File: config.mk
export PLATFORM = sky130hd
export DESIGN_NAME = block_ram
export DESIGN_NICKNAME = d
export VERILOG_FILES = /design/src/verilog/block_ram.sv
export SDC_FILE = /design/constraint.sdc
export NUM_CORES = 2
export LEC_CHECK = 0
export BUFFER_PORTS_ARGS = -buffer_cell sky130_fd_sc_hd__buf_2
export CORE_MARGIN = 2
export CORE_UTILIZATION = 25
export CTS_CLUSTER_DIAMETER = 150
export DETAILED_ROUTE_END_ITERATION = 7
export GPL_ROUTABILITY_DRIVEN = 0
export SETUP_SLACK_MARGIN = 0.4
export SLEW_MARGIN = 20
export SYNTH_ARGS = -nofsm -noshare
export SYNTH_HDL_FRONTEND = slang
export SYNTH_SLANG_ARGS = --single-unit
File: constraint.sdc
create_clock -name clk_rd -period 6.2 [get_ports clk_rd]
set_input_delay 1.55 -clock clk_rd [delete_from_list [all_inputs] [get_ports clk_rd]]
set_output_delay 1.55 -clock clk_rd [all_outputs]
set_load 0.01 [all_outputs]
File: src/verilog/block_ram.sv
/* simple dual-port memory, one cycle registered read, no reset on contents
   a read of the address being written returns the old word */
`timescale 1ns/100ps

module block_ram #(
  parameter int  DEPTH  = 64,
  parameter type word_t = logic [31:0],
  localparam int ADDR_W = $clog2(DEPTH)
) (
  input  logic              clk_rd,
  input  logic              wr_en,
  input  logic [ADDR_W-1:0] wr_addr,
  input  word_t             wr_data,
  input  logic [ADDR_W-1:0] rd_addr,
  output word_t             rd_data
);

  word_t mem [DEPTH];                        // storage array

  always_ff @(posedge clk_rd) begin
    if (wr_en) begin
      mem[wr_addr] <= wr_data;               // write port
    end
    rd_data <= mem[rd_addr];                 // registered read
  end

endmodule

==> impl_metrics.tcl <==
set metrics [dict create \
    avgRoutedWirePerCell_um 26.5 \
    grt_start_max_net_pins 68 \
    layout_common_cells "sky130_fd_sc_hd__edfxtp_1 (2048), sky130_fd_sc_hd__mux4_2 (544), sky130_fd_sc_hd__clkbuf_16 (201)" \
    vdd.ir_drop.worst_mv 0.271 \
    min-delay-start "mem[29][8]" \
    placement.cell_area_mm2 0.0851 \
    hold_class "reg2reg" \
    number_of_synthesized_flops_with_an_enable_pin 2048 \
    grt_usage_pct 12.9 \
    antenna_violations_before_repair 27 \
    routed-via-count 36900 \
    detailedRoute.firstIterationViolations 4423 \
    buffer_ports.inserted 77 \
    timing_max_transition_violations_final 0 \
    first_global_vias 37500 \
    cts_hold_buffers 0 \
    route.detailed.drc 0 \
    vias_per_cell 4.68 \
    clock_sinks 2080 \
    effective_utilization_at_floorplan_pct 25.2 \
    clk_latency_ns 0.83 \
    drt_pass1_iterations 6 \
    relative_slew_slack_pct 21.7 \
    power_density_mw_per_mm2 315 \
    clockBufferDepth 3 \
    synth-seq-area-share_pct 79.1 \
    run_status "finished clean" \
    worst_margin_pin_slew_ns 1.17 \
    grt_overflow_total 0 \
    final_cell_area_mm2 0.0915 \
    layout.nets 3616 \
    cp-end-kind "register" \
    unrepaired_setup_endpoints_after_global_routing "false" \
    place_hpwl_mm 121 \
    clk_pin_slew_worst_paths_ns 0.06 \
    floorplan.die_area_mm2 0.319 \
    setup.worst_path.start_class "input pin" \
    syn_area_mm2 0.0785 \
    worst-endpoint-arrival_ns 4.73 \
    final-setup-viol-count 0 \
    layout_cells_sized_above_1_pct 29.9 \
    min_period_over_period_pct 65.6 \
    required_ns 6.87 \
    std_cell_rows 205 \
    max-cap-violations 0 \
    async_reset_ff_share_pct 0 \
    grt_first_pass_wirelength_mm 293 \
    postSynthNetCount 3370 \
    finalClockSkew_ns 0.0355 \
    core-area_mm2 0.312 \
    synthFlopType "sky130_fd_sc_hd__edfxtp_1" \
    critical_path.reg2reg.startpoint "mem[31][21]" \
    ys_warn_count 0 \
    height_of_the_die_um 564 \
    synth.distinct_cells 34 \
    cts_tree "built" \
    count_of_antenna_violating_nets_left_after_detailed_routing 0 \
    timing.critical_path.from "rd_addr[1]" \
    timing.critical_path.fanout_max 67 \
    hold_viol 0 \
    ios 78 \
    h_tree_lvl_count 4 \
    post_cts.repair.setup_buffers 0 \
    setup.worst_path.class "in2reg" \
    timing.fmax_mhz 246 \
    numCtsBuffers 197 \
    cts_root_buffer "sky130_fd_sc_hd__clkbuf_16" \
    areaGrowthSynthToFinish_pct 16.5 \
    final.setup.tns_ns 0 \
    die-width_um 564 \
    post_cts_resize_count 0 \
    post-route-min-period_ns 4.06 \
    synth-seq-cells 2080 \
    static-leakage-power_nw 27.6 \
    totalWireLength_mm 209 \
    gate_count_after_technology_mapping 3324 \
    synth.avg_cell_area_um2 23.6 \
    final_common_cell "sky130_fd_sc_hd__edfxtp_1" \
]
power breakdown:
group          total (mW)  switching [mW]  internal, mW  leakage (nW)
sequential           15.6          0.0805          15.6          18.7
clock                11.7            5.23          6.52          3.05
combinational        1.42           0.891         0.525          5.87
total                28.8            6.20          22.6          27.6
per-layer routing:
layer / up-vias / GRT usage [%] / share of wire, % / wire length [um]
met5: - / 0 / 0.011 / 22
met4: 4 / 3.67 / 2.6 / 5480
met3: 309 / 2.34 / 7.1 / 14900
met2: 1582 / 21.4 / 49 / 103000
met1: 20200 / 17.3 / 41 / 86300
li1: 14800 / - / - / -
synthesized netlist by cell type (5+ instances only):
| library cell | number | area share (%) |
|---|---|---|
| sky130_fd_sc_hd__buf_1 | 21 | 0.10 |
| sky130_fd_sc_hd__mux4_2 | 544 | 16 |
| sky130_fd_sc_hd__buf_6 | 5 | 0.072 |
| sky130_fd_sc_hd__dfxtp_1 | 32 | 0.82 |
| sky130_fd_sc_hd__o221ai_1 | 27 | 0.30 |
| sky130_fd_sc_hd__clkbuf_1 | 74 | 0.35 |
| sky130_fd_sc_hd__nand2b_1 | 8 | 0.064 |
| sky130_fd_sc_hd__buf_4 | 25 | 0.24 |
| sky130_fd_sc_hd__nor3_1 | 7 | 0.045 |
| sky130_fd_sc_hd__nand2_1 | 26 | 0.12 |
| sky130_fd_sc_hd__a21oi_1 | 62 | 0.40 |
| sky130_fd_sc_hd__a22oi_1 | 12 | 0.11 |
| sky130_fd_sc_hd__edfxtp_1 | 2048 | 78 |
| sky130_fd_sc_hd__nand3b_1 | 5 | 0.048 |
| sky130_fd_sc_hd__buf_2 | 57 | 0.36 |
| sky130_fd_sc_hd__o22ai_1 | 84 | 0.67 |
| sky130_fd_sc_hd__nor2b_1 | 15 | 0.12 |
| sky130_fd_sc_hd__a311oi_1 | 8 | 0.089 |
| sky130_fd_sc_hd__nand3_1 | 5 | 0.032 |
| sky130_fd_sc_hd__mux2i_1 | 93 | 1.2 |
| sky130_fd_sc_hd__nor2_1 | 137 | 0.65 |
kinds of logic (layout without fill, tap and decap cells):
kind of cell           Yosys count  count (layout)  synth area share [%]
buffers and inverters          182             590                  1.13
multiplexers                   637             637                  16.8
AND/OR/NAND/NOR                223             223                  1.27
other                            0              15                     0
flip-flops                    2080            2080                  79.1
AO/OA/AOI/OAI                  202             202                  1.67
critical path, cell delays in order:
cell and delay (ns):
sky130_fd_sc_hd__buf_8 0.51, sky130_fd_sc_hd__buf_12 0.36, sky130_fd_sc_hd__buf_4 0.44, sky130_fd_sc_hd__mux4_2 0.39
sky130_fd_sc_hd__mux4_2 0.49, sky130_fd_sc_hd__o22ai_1 0.63, sky130_fd_sc_hd__nor2_1 0.13
flip-flops by register name (all words and copies together), names as in the netlist:
| signal | count |
|---|---|
| mem | 2048 |
| rd_data | 32 |
layout make-up:
type,count,area [um^2]
diodes,15,37.5
clock buffers,272,5400
clock inverters,89,837
fillers,29900,221000
multi-input cells,1062,16000
flip-flops and latches,2080,62100
well taps,4140,5180
repair buffers,229,1900
per-stage QoR:
step / hold WS (ns) / worst slack [ns] / power (mW) / cells / util (%)
after CTS: 0.754 / 2.09 / 29.0 / 7872 / 29.3
after global routing: 0.836 / 2.10 / 29.6 / 7878 / 29.3
after global placement: 0.728 / 1.19 / 17.4 / 7509 / 27.3
after floorplan: 0.663 / 1.49 / 16.7 / 3324 / -
after detailed placement: 0.738 / 1.19 / 17.4 / 7511 / 27.3
final: 0.759 / 2.14 / 28.8 / 7887 / 29.3
path summary, 6_finish.rpt:
| kind | to | slack, ns | cells after the start |
|---|---|---|---|
| setup / recovery | rd_data[2] | 2.14 | 7 |
| setup reg to reg | rd_data[21] | 3.90 | 4 |
| hold / removal | rd_data[8] | 0.76 | 4 |
| hold reg to reg | rd_data[8] | 0.76 | 4 |
(Power assumes the default switching activity.)
