$ cat config.mk
export PLATFORM = sky130hd
export DESIGN_NAME = block_ring
export DESIGN_NICKNAME = d
export VERILOG_FILES = /design/src/verilog/cp_pkg.sv /design/src/verilog/block_ring.sv
export SDC_FILE = /design/constraint.sdc
export NUM_CORES = 1
export LEC_CHECK = 0
export ABC_CLOCK_PERIOD_IN_PS = 2720
export BUFFER_PORTS_ARGS = -buffer_cell sky130_fd_sc_hd__clkbuf_2
export CORE_AREA = 2 2 39 41
export CTS_BUF_LIST = sky130_fd_sc_hd__clkbuf_4 sky130_fd_sc_hd__clkbuf_8
export DETAILED_ROUTE_END_ITERATION = 10
export DIE_AREA = 0 0 41 43
export PLACE_DENSITY = 0.45
export SLEW_MARGIN = 30
export SYNTH_ARGS = -nofsm -noshare
export SYNTH_HDL_FRONTEND = slang
export SYNTH_SLANG_ARGS = --single-unit
$ cat constraint.sdc
create_clock -name clk_rd -period 2.72 [get_ports clk_rd]
set_clock_uncertainty 0.1 [all_clocks]
set_input_delay 0.136 -clock clk_rd [delete_from_list [all_inputs] [get_ports clk_rd]]
set_output_delay 0.136 -clock clk_rd [all_outputs]
set_load 0.005 [all_outputs]
$ cat src/verilog/cp_pkg.sv
/* types and default sizes shared by the cyclic prefix inserter
   LATENCY_RD is fixed by the memory read register plus the reader output register */
package cp_pkg;

  // one complex sample, imaginary in the upper half
  typedef struct packed {
    logic [15:0] im;               // imaginary part
    logic [15:0] re;               // real part
  } sample_t;

  // block timestamp carried from input sop to output
  typedef struct packed {
    logic [9:0] frame;             // frame number
    logic [7:0] slot;              // slot in frame
    logic [3:0] symbol;            // symbol in slot
  } stamp_t;

  localparam int FFT_SIZE_DEF     = 64;   // samples per symbol
  localparam int CP_LEN_LONG_DEF  = 16;   // long prefix
  localparam int CP_LEN_SHORT_DEF = 8;    // short prefix
  localparam int BLOCK_QTY_DEF    = 4;    // ring depth in blocks
  localparam int LATENCY_RD       = 2;    // read addr to output data

endpackage

$ cat src/verilog/block_ring.sv
/* block pointers and occupancy for the sample ring, needs BLOCK_QTY >= 2
   commit when full or release when empty is not guarded here */
`timescale 1ns/100ps

module block_ring #(
  parameter int  BLOCK_QTY = cp_pkg::BLOCK_QTY_DEF,
  localparam int BLK_W     = $clog2(BLOCK_QTY),
  localparam int USED_W    = $clog2(BLOCK_QTY + 1)
) (
  input  logic              clk_rd,
  input  logic              rst_n,
  input  logic              commit,          // block written
  input  logic              rd_release,      // block consumed
  output logic [BLK_W-1:0]  wr_block,
  output logic [BLK_W-1:0]  rd_block,
  output logic [USED_W-1:0] bloc_used,
  output logic              full,
  output logic              empty
);

  assign full  = bloc_used == USED_W'(BLOCK_QTY);
  assign empty = bloc_used == '0;

  always_ff @(posedge clk_rd or negedge rst_n) begin
    if (!rst_n) begin
      wr_block <= '0;
      rd_block <= '0;
    end else begin
      if (commit) begin
        wr_block <= (wr_block == BLK_W'(BLOCK_QTY - 1)) ? '0 : wr_block + 1'b1;  // wrap
      end
      if (rd_release) begin
        rd_block <= (rd_block == BLK_W'(BLOCK_QTY - 1)) ? '0 : rd_block + 1'b1;
      end
    end
  end

  always_ff @(posedge clk_rd or negedge rst_n) begin
    if (!rst_n) begin
      bloc_used <= '0;
    end else begin
      case ({commit, rd_release})
        2'b10:   bloc_used <= bloc_used + 1'b1;
        2'b01:   bloc_used <= bloc_used - 1'b1;
        default: bloc_used <= bloc_used;     // none, or both cancel
      endcase
    end
  end

endmodule

==> impl_metrics.py <==
metrics = {
    "clocking": {
        "insertion_delay_ns": 0.24,
        "path_clk_slew_ns": 0.05,
        "root_buffer": "clkbuf_4",
        "cts_tree": "built",
        "clockBufferDepth": 2,
        "cts_htree_levels": 1,
        "cts_setup_buffers": 0,
        "numCtsBuffers": 3,
        "cts_sinks": 7,
    },
    "synthesis": {
        "syn_nets": 37,
        "ys_seq_area_frac": 0.500,
        "postSynthCellCount": 29,
        "ys_ff_latch": 7,
        "syn_avg_cell_area_sq_um": 12.1,
        "ys_types": 12,
        "yosysWarnings": 0,
        "syn_area_sq_um": 350,
    },
    "timing": {
        "tightest_slew_ns": 0.182,
        "fmax_ghz": 0.661,
        "period_share": 0.556,
        "fin_crit_ns": 1.51,
        "hold_viol_final": 0,
        "setup_viol": 0,
        "tns_ns": 0,
        "grt_setup_unrepaired": "false",
        "maxSlewViolCount": 0,
        "maxSlewHeadroom": 0.879,
    },
    "floorplan": {
        "fp-row-count": 14,
        "fp.dieW_um": 41,
        "coreArea_sq_um": 1380,
        "die_h_um": 43,
        "pin_count": 13,
        "start_util": 0.253,
        "fp.dieArea_sq_um": 1760,
    },
    "final_layout": {
        "fin_util": 0.340,
        "layout.nets": 55,
        "diodes": 0,
        "final_layout_size_suffix_gt1_frac": 0.435,
        "layout_common_cells": "12 x clkbuf_2, 7 x dfrtp_1, 4 x inv_1, 4 x mux2_2, 4 x clkbuf_4",
        "syn_to_final_growth_pct": 34.3,
        "fillers": 148,
        "fin_cells": 62,
        "final_common_cell": "clkbuf_2",
    },
    "setup_path": {
        "path_common_cell": "xor2_1",
        "path_buf_inv": 1,
        "end_kind": "flip-flop",
        "cp-start-kind": "flip-flop",
        "critical-path-slowest-cell": "fa_1",
        "crit_path_cell_trace": "inv_1 -> fa_1 -> xor2_1 -> nor2_1 -> xor2_1",
        "critPathKind": "flip-flop to flip-flop",
        "crit_path_max_fanout": 4,
        "required_ns": 2.79,
        "cp_data_arrival_time_ns": 1.58,
        "crit_path_max_incr_delay_ns": 0.43,
        "crit_family": "adder cells",
    },
    "placement": {
        "gp_congestion": 0.614,
        "dp.cells": 57,
        "port_buffers": 12,
        "place_hpwl_um": 501,
    },
    "global_routing": {
        "grt_pass1_vias": 288,
        "grt_pass1_wl_mm": 1.06,
        "grt_util_all_layers": 0.0951,
        "antenna_found_initial": 0,
        "grt_max_degree": 8,
        "grt-ovfl-total": 0,
    },
    "pwr": {
        "leakage_nw": 0.248,
        "powerDensity_nw_per_um2": 1120,
        "total_power_mw": 0.525,
        "peakVddDrop_mv": 0.303,
    },
    "detailed_routing": {
        "drtIter0Drc": 2,
        "firstDrtPassIters": 2,
        "drt-wirelength-per-cell_um": 9.61,
        "drcViolationCount": 0,
        "totalWireLength_um": 596,
        "viasPerCell": 4.26,
        "ant_nets": 0,
        "route.vias.total": 264,
    },
    "outcome": {
        "status": "finished clean",
    },
    "worst_hold_path": {
        "holdCritPathClass": "primary input to flip-flop",
    },
    "flow_run": {
        "maxCapViolations": 0,
    },
}
-- final timing paths --
path                                           from                       end  slack (ns)  cells after the start
max                        bloc_used[0]$_DFFE_PN0P_  bloc_used[2]$_DFFE_PN0P_        1.21                      5
min                                          commit   wr_block[1]$_DFFE_PN0P_        0.08                      2
max reg2reg                bloc_used[0]$_DFFE_PN0P_  bloc_used[2]$_DFFE_PN0P_        1.21                      5
min reg2reg                bloc_used[2]$_DFFE_PN0P_  bloc_used[2]$_DFFE_PN0P_        0.42                      1
max in group asynchronous                     rst_n  bloc_used[1]$_DFFE_PN0P_        2.20                      2
min in group asynchronous                     rst_n  bloc_used[2]$_DFFE_PN0P_        0.16                      2
-- metal layers --
metal	up-vias	GRT usage	wire, um
met1	123	0.0891	256
met5	-	0	0
met3	2	0.0471	60
met4	0	0.0800	8
li1	129	-	-
met2	10	0.144	271
-- timing repair --
| item | CTS | global route |
|---|---|---|
| hold buffers | 1 | 0 |
| hold endpoints to repair | 7 | 0 |
| resized for setup | 0 | 0 |
-- final cells by class --
cell class / count / area (sq um) / area share
flip-flops and latches: 7 / 175 / 0.372
inverters: 4 / 15.0 / 0.0319
clock buffers: 4 / 30.0 / 0.0638
multi-input cells: 18 / 160 / 0.340
well taps: 16 / 20.0 / 0.0426
repair buffers: 13 / 70.1 / 0.149
-- report_power, final --
part / switching (mW) / total (mW) / internal, mW
registers: 0.0523 / 0.212 / 0.160
clock network: 0.0367 / 0.103 / 0.0658
logic: 0.0905 / 0.210 / 0.120
total: 0.179 / 0.525 / 0.345
-- stage by stage --
| step | setup WS (ns) | area, sq um | hold slack, ns |
|---|---|---|---|
| global route | 1.10 | 470 | 0.0676 |
| detailed placement | 1.21 | 430 | -0.113 |
| global placement | 1.24 | 430 | -0.120 |
| floorplan | 1.27 | 350 | -0.260 |
| CTS | 1.20 | 470 | 0.0710 |
| finish | 1.21 | 470 | 0.0764 |
-- cells by family (layout without fill, tap and decap cells) --
kind of cell               after synthesis  after routing  share of synthesized area
xor gates and xnor gates                 3              3                     0.0750
AOI/OAI and AO/OA                        1              1                     0.0143
muxes                                    4              4                      0.129
adders and majority gates                4              4                      0.164
DFF                                      7              7                      0.500
buffers and inverters                    4             21                     0.0428
and+or+nand+nor                          6              6                     0.0750
-- flip-flops by register name, indices dropped and copies added (netlist names) --
register	cells
rd_block	2
bloc_used	3
wr_block	2
-- cell usage after synthesis --
cell type | count | area [sq um]
fa_1 | 1 | 20.0
o21ai_0 | 1 | 5.00
xor2_1 | 2 | 17.5
and3_1 | 1 | 6.26
ha_1 | 3 | 37.5
nor2_1 | 3 | 11.3
inv_1 | 4 | 15.0
nand2_1 | 1 | 3.75
xnor2_1 | 1 | 8.76
dfrtp_1 | 7 | 175
mux2_2 | 4 | 45.0
nor3_1 | 1 | 5.00
Note: power is estimated with default switching activity, not from simulation.
