File: src/verilog/cp_pkg.sv
/* types and default sizes shared by the cyclic prefix inserter
   LATENCY_RD is fixed by the memory read register plus the reader output register */
package cp_pkg;

  // one complex sample, imaginary in the upper half
  typedef struct packed {
    logic [15:0] im;               // imaginary part
    logic [15:0] re;               // real part
  } sample_t;

  // block timestamp carried from input sop to output
  typedef struct packed {
    logic [9:0] frame;             // frame number
    logic [7:0] slot;              // slot in frame
    logic [3:0] symbol;            // symbol in slot
  } stamp_t;

  localparam int FFT_SIZE_DEF     = 64;   // samples per symbol
  localparam int CP_LEN_LONG_DEF  = 16;   // long prefix
  localparam int CP_LEN_SHORT_DEF = 8;    // short prefix
  localparam int BLOCK_QTY_DEF    = 4;    // ring depth in blocks
  localparam int LATENCY_RD       = 2;    // read addr to output data

endpackage

File: src/verilog/cp_reader.sv
/* read side, one symbol per trigger edge, prefix then whole block
   assumes CP_LEN_LONG >= CP_LEN_SHORT, triggers ignored until the symbol has left */
`timescale 1ns/100ps

module cp_reader #(
  parameter int  FFT_SIZE     = cp_pkg::FFT_SIZE_DEF,
  parameter int  CP_LEN_LONG  = cp_pkg::CP_LEN_LONG_DEF,
  parameter int  CP_LEN_SHORT = cp_pkg::CP_LEN_SHORT_DEF,
  parameter int  BLOCK_QTY    = cp_pkg::BLOCK_QTY_DEF,
  localparam int BLK_W        = $clog2(BLOCK_QTY),
  localparam int ADDR_W       = $clog2(FFT_SIZE * BLOCK_QTY),
  localparam int IDX_W        = $clog2(FFT_SIZE + CP_LEN_LONG),
  localparam int LAT          = cp_pkg::LATENCY_RD
) (
  input  logic              clk_rd,
  input  logic              rst_n,
  input  logic              dout_trigger,
  input  logic              long_cp,
  input  logic              dout_repeat,
  input  logic              dout_ready,
  input  logic [1:0]        dout_enable,     // bit 0 real, bit 1 imag
  input  logic              empty,
  input  logic [BLK_W-1:0]  rd_block,
  input  cp_pkg::sample_t   rd_data,
  output logic [ADDR_W-1:0] rd_addr,
  output logic              rd_release,
  output logic              dout_sop,
  output logic              dout_eop,
  output logic              dout_valid,
  output logic              dmem_valid,
  output logic [15:0]       dout_real,
  output logic [15:0]       dout_imag,
  output logic [IDX_W-1:0]  dout_index
);

  logic             trig_q;                  // trigger last cycle
  logic             active;                  // address phase running
  logic [IDX_W-1:0] index;                   // position in symbol
  logic             long_q;
  logic             repeat_q;                // hold block after symbol
  logic             den_q;                   // stored data emitted
  logic [IDX_W-1:0] cp_len;
  logic [IDX_W-1:0] offset;
  logic             busy;
  logic             start;
  logic             last;
  logic [LAT:1]     valid_d;                 // framing delay line
  logic [LAT:1]     sop_d;
  logic [LAT:1]     eop_d;
  logic [LAT:1]     den_d;
  cp_pkg::sample_t  data_q;                  // output data register

  assign busy   = active | (|valid_d);       // until dout_eop has gone out
  assign start  = dout_trigger & ~trig_q & ~busy;
  assign cp_len = long_q ? IDX_W'(CP_LEN_LONG) : IDX_W'(CP_LEN_SHORT);
  assign last   = index == cp_len + IDX_W'(FFT_SIZE - 1);

  // prefix reads the block tail, then the block from offset 0
  assign offset  = (index < cp_len) ? IDX_W'(FFT_SIZE) - cp_len + index : index - cp_len;
  assign rd_addr = ADDR_W'(rd_block) * ADDR_W'(FFT_SIZE) + ADDR_W'(offset);

  always_ff @(posedge clk_rd or negedge rst_n) begin
    if (!rst_n) begin
      trig_q <= 1'b1;                        // level high at reset is no edge
    end else begin
      trig_q <= dout_trigger;
    end
  end

  always_ff @(posedge clk_rd or negedge rst_n) begin
    if (!rst_n) begin
      active   <= 1'b0;
      index    <= '0;
      long_q   <= 1'b0;
      repeat_q <= 1'b0;
      den_q    <= 1'b0;
    end else if (start) begin
      active   <= 1'b1;
      index    <= '0;
      long_q   <= long_cp;                   // prefix length fixed per symbol
      repeat_q <= dout_repeat;
      den_q    <= ~empty & dout_ready;
    end else if (active) begin
      active <= ~last;
      index  <= last ? '0 : index + 1'b1;
    end
  end

  always_ff @(posedge clk_rd or negedge rst_n) begin
    if (!rst_n) begin
      valid_d <= '0;
      sop_d   <= '0;
      eop_d   <= '0;
      den_d   <= '0;
    end else begin
      valid_d <= {valid_d[LAT-1:1], active};
      sop_d   <= {sop_d[LAT-1:1], active & (index == '0)};
      eop_d   <= {eop_d[LAT-1:1], active & last};
      den_d   <= {den_d[LAT-1:1], active & den_q};
    end
  end

  always_ff @(posedge clk_rd) begin
    data_q <= rd_data;                       // second read stage
  end

  always_ff @(posedge clk_rd or negedge rst_n) begin
    if (!rst_n) begin
      dout_index <= '0;
    end else if (dout_valid) begin
      dout_index <= dout_eop ? '0 : dout_index + 1'b1;
    end
  end

  assign dout_valid = valid_d[LAT];
  assign dout_sop   = sop_d[LAT];
  assign dout_eop   = eop_d[LAT];
  assign dmem_valid = valid_d[LAT] & den_d[LAT];
  assign dout_real  = (dmem_valid & dout_enable[0]) ? data_q.re : '0;
  assign dout_imag  = (dmem_valid & dout_enable[1]) ? data_q.im : '0;
  assign rd_release = eop_d[LAT] & den_d[LAT] & ~repeat_q;  // frees block after eop

endmodule

File: config.mk
export PLATFORM = sky130hd
export DESIGN_NAME = cp_reader
export DESIGN_NICKNAME = d
export VERILOG_FILES = /design/src/verilog/cp_pkg.sv /design/src/verilog/cp_reader.sv
export SDC_FILE = /design/constraint.sdc
export NUM_CORES = 1
export LEC_CHECK = 0
export ABC_AREA = 1
export BUFFER_PORTS_ARGS = -buffer_cell sky130_fd_sc_hd__buf_2
export CORE_UTILIZATION = 50
export DETAILED_ROUTE_END_ITERATION = 12
export PLACE_DENSITY = 0.82
export SYNTH_ARGS = -nofsm -noshare
export SYNTH_HDL_FRONTEND = slang
export SYNTH_SLANG_ARGS = --single-unit
export TNS_END_PERCENT = 1
File: constraint.sdc
create_clock -name clk_rd -period 4.9 [get_ports clk_rd]
set_clock_uncertainty 0.1 [all_clocks]
set_input_delay 0.735 -clock clk_rd [delete_from_list [all_inputs] [get_ports clk_rd]]
set_output_delay 0.735 -clock clk_rd [all_outputs]
set_load 0.005 [all_outputs]
==> impl_metrics.json <==
{
  "grt_overflow_total": 0,
  "antenna_found_initial": 0,
  "synth_area_leaders": "dfrtp_1, dfxtp_1, inv_1, ha_1, nor2_1",
  "slew_violations": 0,
  "synthSimpleGateAreaFrac": 0.188,
  "cts.path.max_buffers": 2,
  "min_from": "sop_d[1]",
  "drt_iter0_drc": 55,
  "hold_depth": 0,
  "pin_count": 95,
  "fin_crit_sh": 0.714,
  "timing.slew.headroom": 0.606,
  "cp_data_arrival_time_ns": 2.66,
  "clkSlewWorstSetupHoldPaths_ns": 0.06,
  "fp.dieH_um": 72.0,
  "synth_flop_cell": "dfxtp_1",
  "n_antenna_cell": 0,
  "synth_top_family_by_area": "simple AND/OR/NAND/NOR gates",
  "rows": 25,
  "placedCellCount": 441,
  "area_delta_synth_final_pct": 30.4,
  "hp-class": "reg2reg",
  "dr.pass1.iters": 5,
  "wirelength_um": 5210,
  "reg2reg_from": "index[3]",
  "cts_hold_buf": 0,
  "tightest_slew_ns": 0.591,
  "rrSetupSlack_ns": 3.02,
  "grt_pass1_wl_um": 8200,
  "remaining_drc_errors": 0,
  "whs_endpoint": "sop_d[2]",
  "postSynthAreaPerCell_um2": 8.62,
  "cts.htree.levels": 3,
  "max_cap_violations": 0,
  "cts_buffers": 9,
  "fin_crit_ns": 3.50,
  "gp_congestion": 0.846,
  "ys_warn_count": 0,
  "critPathKind": "reg2out",
  "netlist_area_mm2": 0.00245,
  "synthesis.nets": 343,
  "die_x_um": 72.0,
  "synth_edf_count": 0,
  "drtAntennaViolNets": 0,
  "cts-root-buf": "clkbuf_8",
  "setup_ws_ns": 1.40,
  "fin_cells": 456,
  "pre_cts_slack_ns": 1.75,
  "dieArea_mm2": 0.00518,
  "grt.total_usage": 0.210,
  "initial_utilization": 0.518,
  "nets": 444,
  "r2r_cells": 9,
  "synth_top_area_frac": 0.266,
  "coreArea_mm2": 0.00472,
  "clock_latency_ns": 0.33,
  "synth_top_cell_by_area": "dfrtp_1",
  "cp-startpoint": "index[3]",
  "hold_viol_final": 0,
  "drive_above_1_share": 0.306,
  "tns_ns": 0,
  "grt_pass1_vias": 1892,
  "ir_drop_mv": 0.175,
  "worst_setup_path_start_kind": "register",
  "cts_tree": "done",
  "cts_resized": 0,
  "whs_ns": 0.244,
  "synthAdderAreaFrac": 0.0849,
  "powerDensity_mw_per_mm2": 307,
  "synth_compound_area_frac": 0.0583,
  "clock_sinks": 59,
  "ys_ff_latch": 59,
  "setup_violations": 0,
  "outcome": "finished clean",
  "crit-reg2reg-capture": "index[3]",
  "ys_types": 30,
  "cp_max_fo": 9,
  "critPathCaptureType": "output pin",
  "synth_xor_area_frac": 0.0215,
  "seq_area_frac_synth": 0.538,
  "max_freq_mhz": 286,
  "rsz0062_at_grt": "no",
  "vias_per_cell": 4.54,
  "async_reset_ff_frac": 0.458,
  "syn_inst": 284,
  "post_drt_wl_per_cell_um": 11.4,
  "p_leak_nw": 1.94,
  "grt_max_degree": 28,
  "post-cts-setup-buffers": 0,
  "synthMuxAreaShare": 0.00409,
  "timing.critical_path.required_ns": 4.07,
  "dp_hpwl_um": 3990,
  "io_buffers": 94,
  "vias": 2069
}
per-stage QoR:
stage | instance area [um2] | util | total power, mW
2_1_floorplan | 2450 | - | 0.516
3_3_place_gp | 2980 | 0.630 | 0.536
3_5_place_dp | 2980 | 0.630 | 0.539
4_1_cts | 3190 | 0.676 | 0.992
5_1_grt | 3190 | 0.676 | 1.02
6_report | 3190 | 0.676 | 0.980
cells in the mapped netlist, drive strengths merged, types with 2 or more instances:
cell type / n
nor3: 2
a21oi: 6
o21ai: 13
ha: 15
or2: 2
buf: 4
inv: 61
xor2: 3
nand2: 46
nand3: 10
o22ai: 6
xnor2: 3
nor2: 47
dfrtp: 26
dfxtp: 32
layout by cell type, fill, tap and decap left out, types with 8 or more instances in the layout:
| cell | count |
|---|---|
| nand3_1 | 8 |
| o21ai_0 | 10 |
| dfrtp_1 | 26 |
| nor2_1 | 46 |
| inv_1 | 60 |
| nand2_1 | 44 |
| clkbuf_8 | 11 |
| buf_2 | 94 |
| ha_1 | 15 |
| dfxtp_1 | 32 |
state kept, by name, indices dropped and copies added, names as in the netlist:
name	flops
eop_d	2
dout_index	7
den_q	1
repeat_q	1
active	1
sop_d	2
trig_q	1
data_q	32
valid_d	2
den_d	2
long_q	1
index	7
report_power, final:
part / switching, mW / internal (mW)
sequential: 0.00353 / 0.498
clock: 0.182 / 0.270
combinational: 0.0124 / 0.0143
critical path, stage by stage, from the launching register on:
cell and delay [ns]:
dfrtp_1 0.43, inv_1 0.09, ha_1 0.24, fa_1 0.42
nand2_1 0.11, clkinv_1 0.19, a21oi_1 0.16, o21ai_0 0.10
nand2_1 0.08, inv_1 0.04, ha_1 0.19, xor2_1 0.16
buf_2 0.12
layout make-up:
type	instances	area, um2
clock buffers	13	201
clock inverters	2	13.8
fillers	408	1530
inverters	62	233
multi-input cells	159	872
flip-flops and latches	59	1320
well taps	67	83.8
repair buffers	94	470
routing by layer:
layer,GRT usage,share of wire,vias up
li1,-,-,1056
met1,0.223,0.40,940
met2,0.387,0.53,65
met3,0.0542,0.050,8
met4,0.105,0.021,0
met5,0,0,-
worst max-delay path by stage:
stage | depth (start not counted) | endpoint
4_1_cts | 12 | rd_addr[7]
6_report | 12 | rd_addr[7]
3_3_place_gp | 12 | rd_addr[7]
3_5_place_dp | 12 | rd_addr[7]
5_1_grt | 12 | rd_addr[7]
2_1_floorplan | 13 | rd_addr[7]
cell families (layout without fill, tap and decap cells):
| logic type | count (synthesis) | count (layout) |
|---|---|---|
| buffers and inverters | 66 | 171 |
| muxes | 1 | 1 |
| DFF | 59 | 59 |
| AOI/OAI and AO/OA | 26 | 26 |
| and+or+nand+nor | 110 | 110 |
| adders and majority gates | 16 | 16 |
| xor gates and xnor gates | 6 | 6 |
Power figures use the tool's default switching activity.
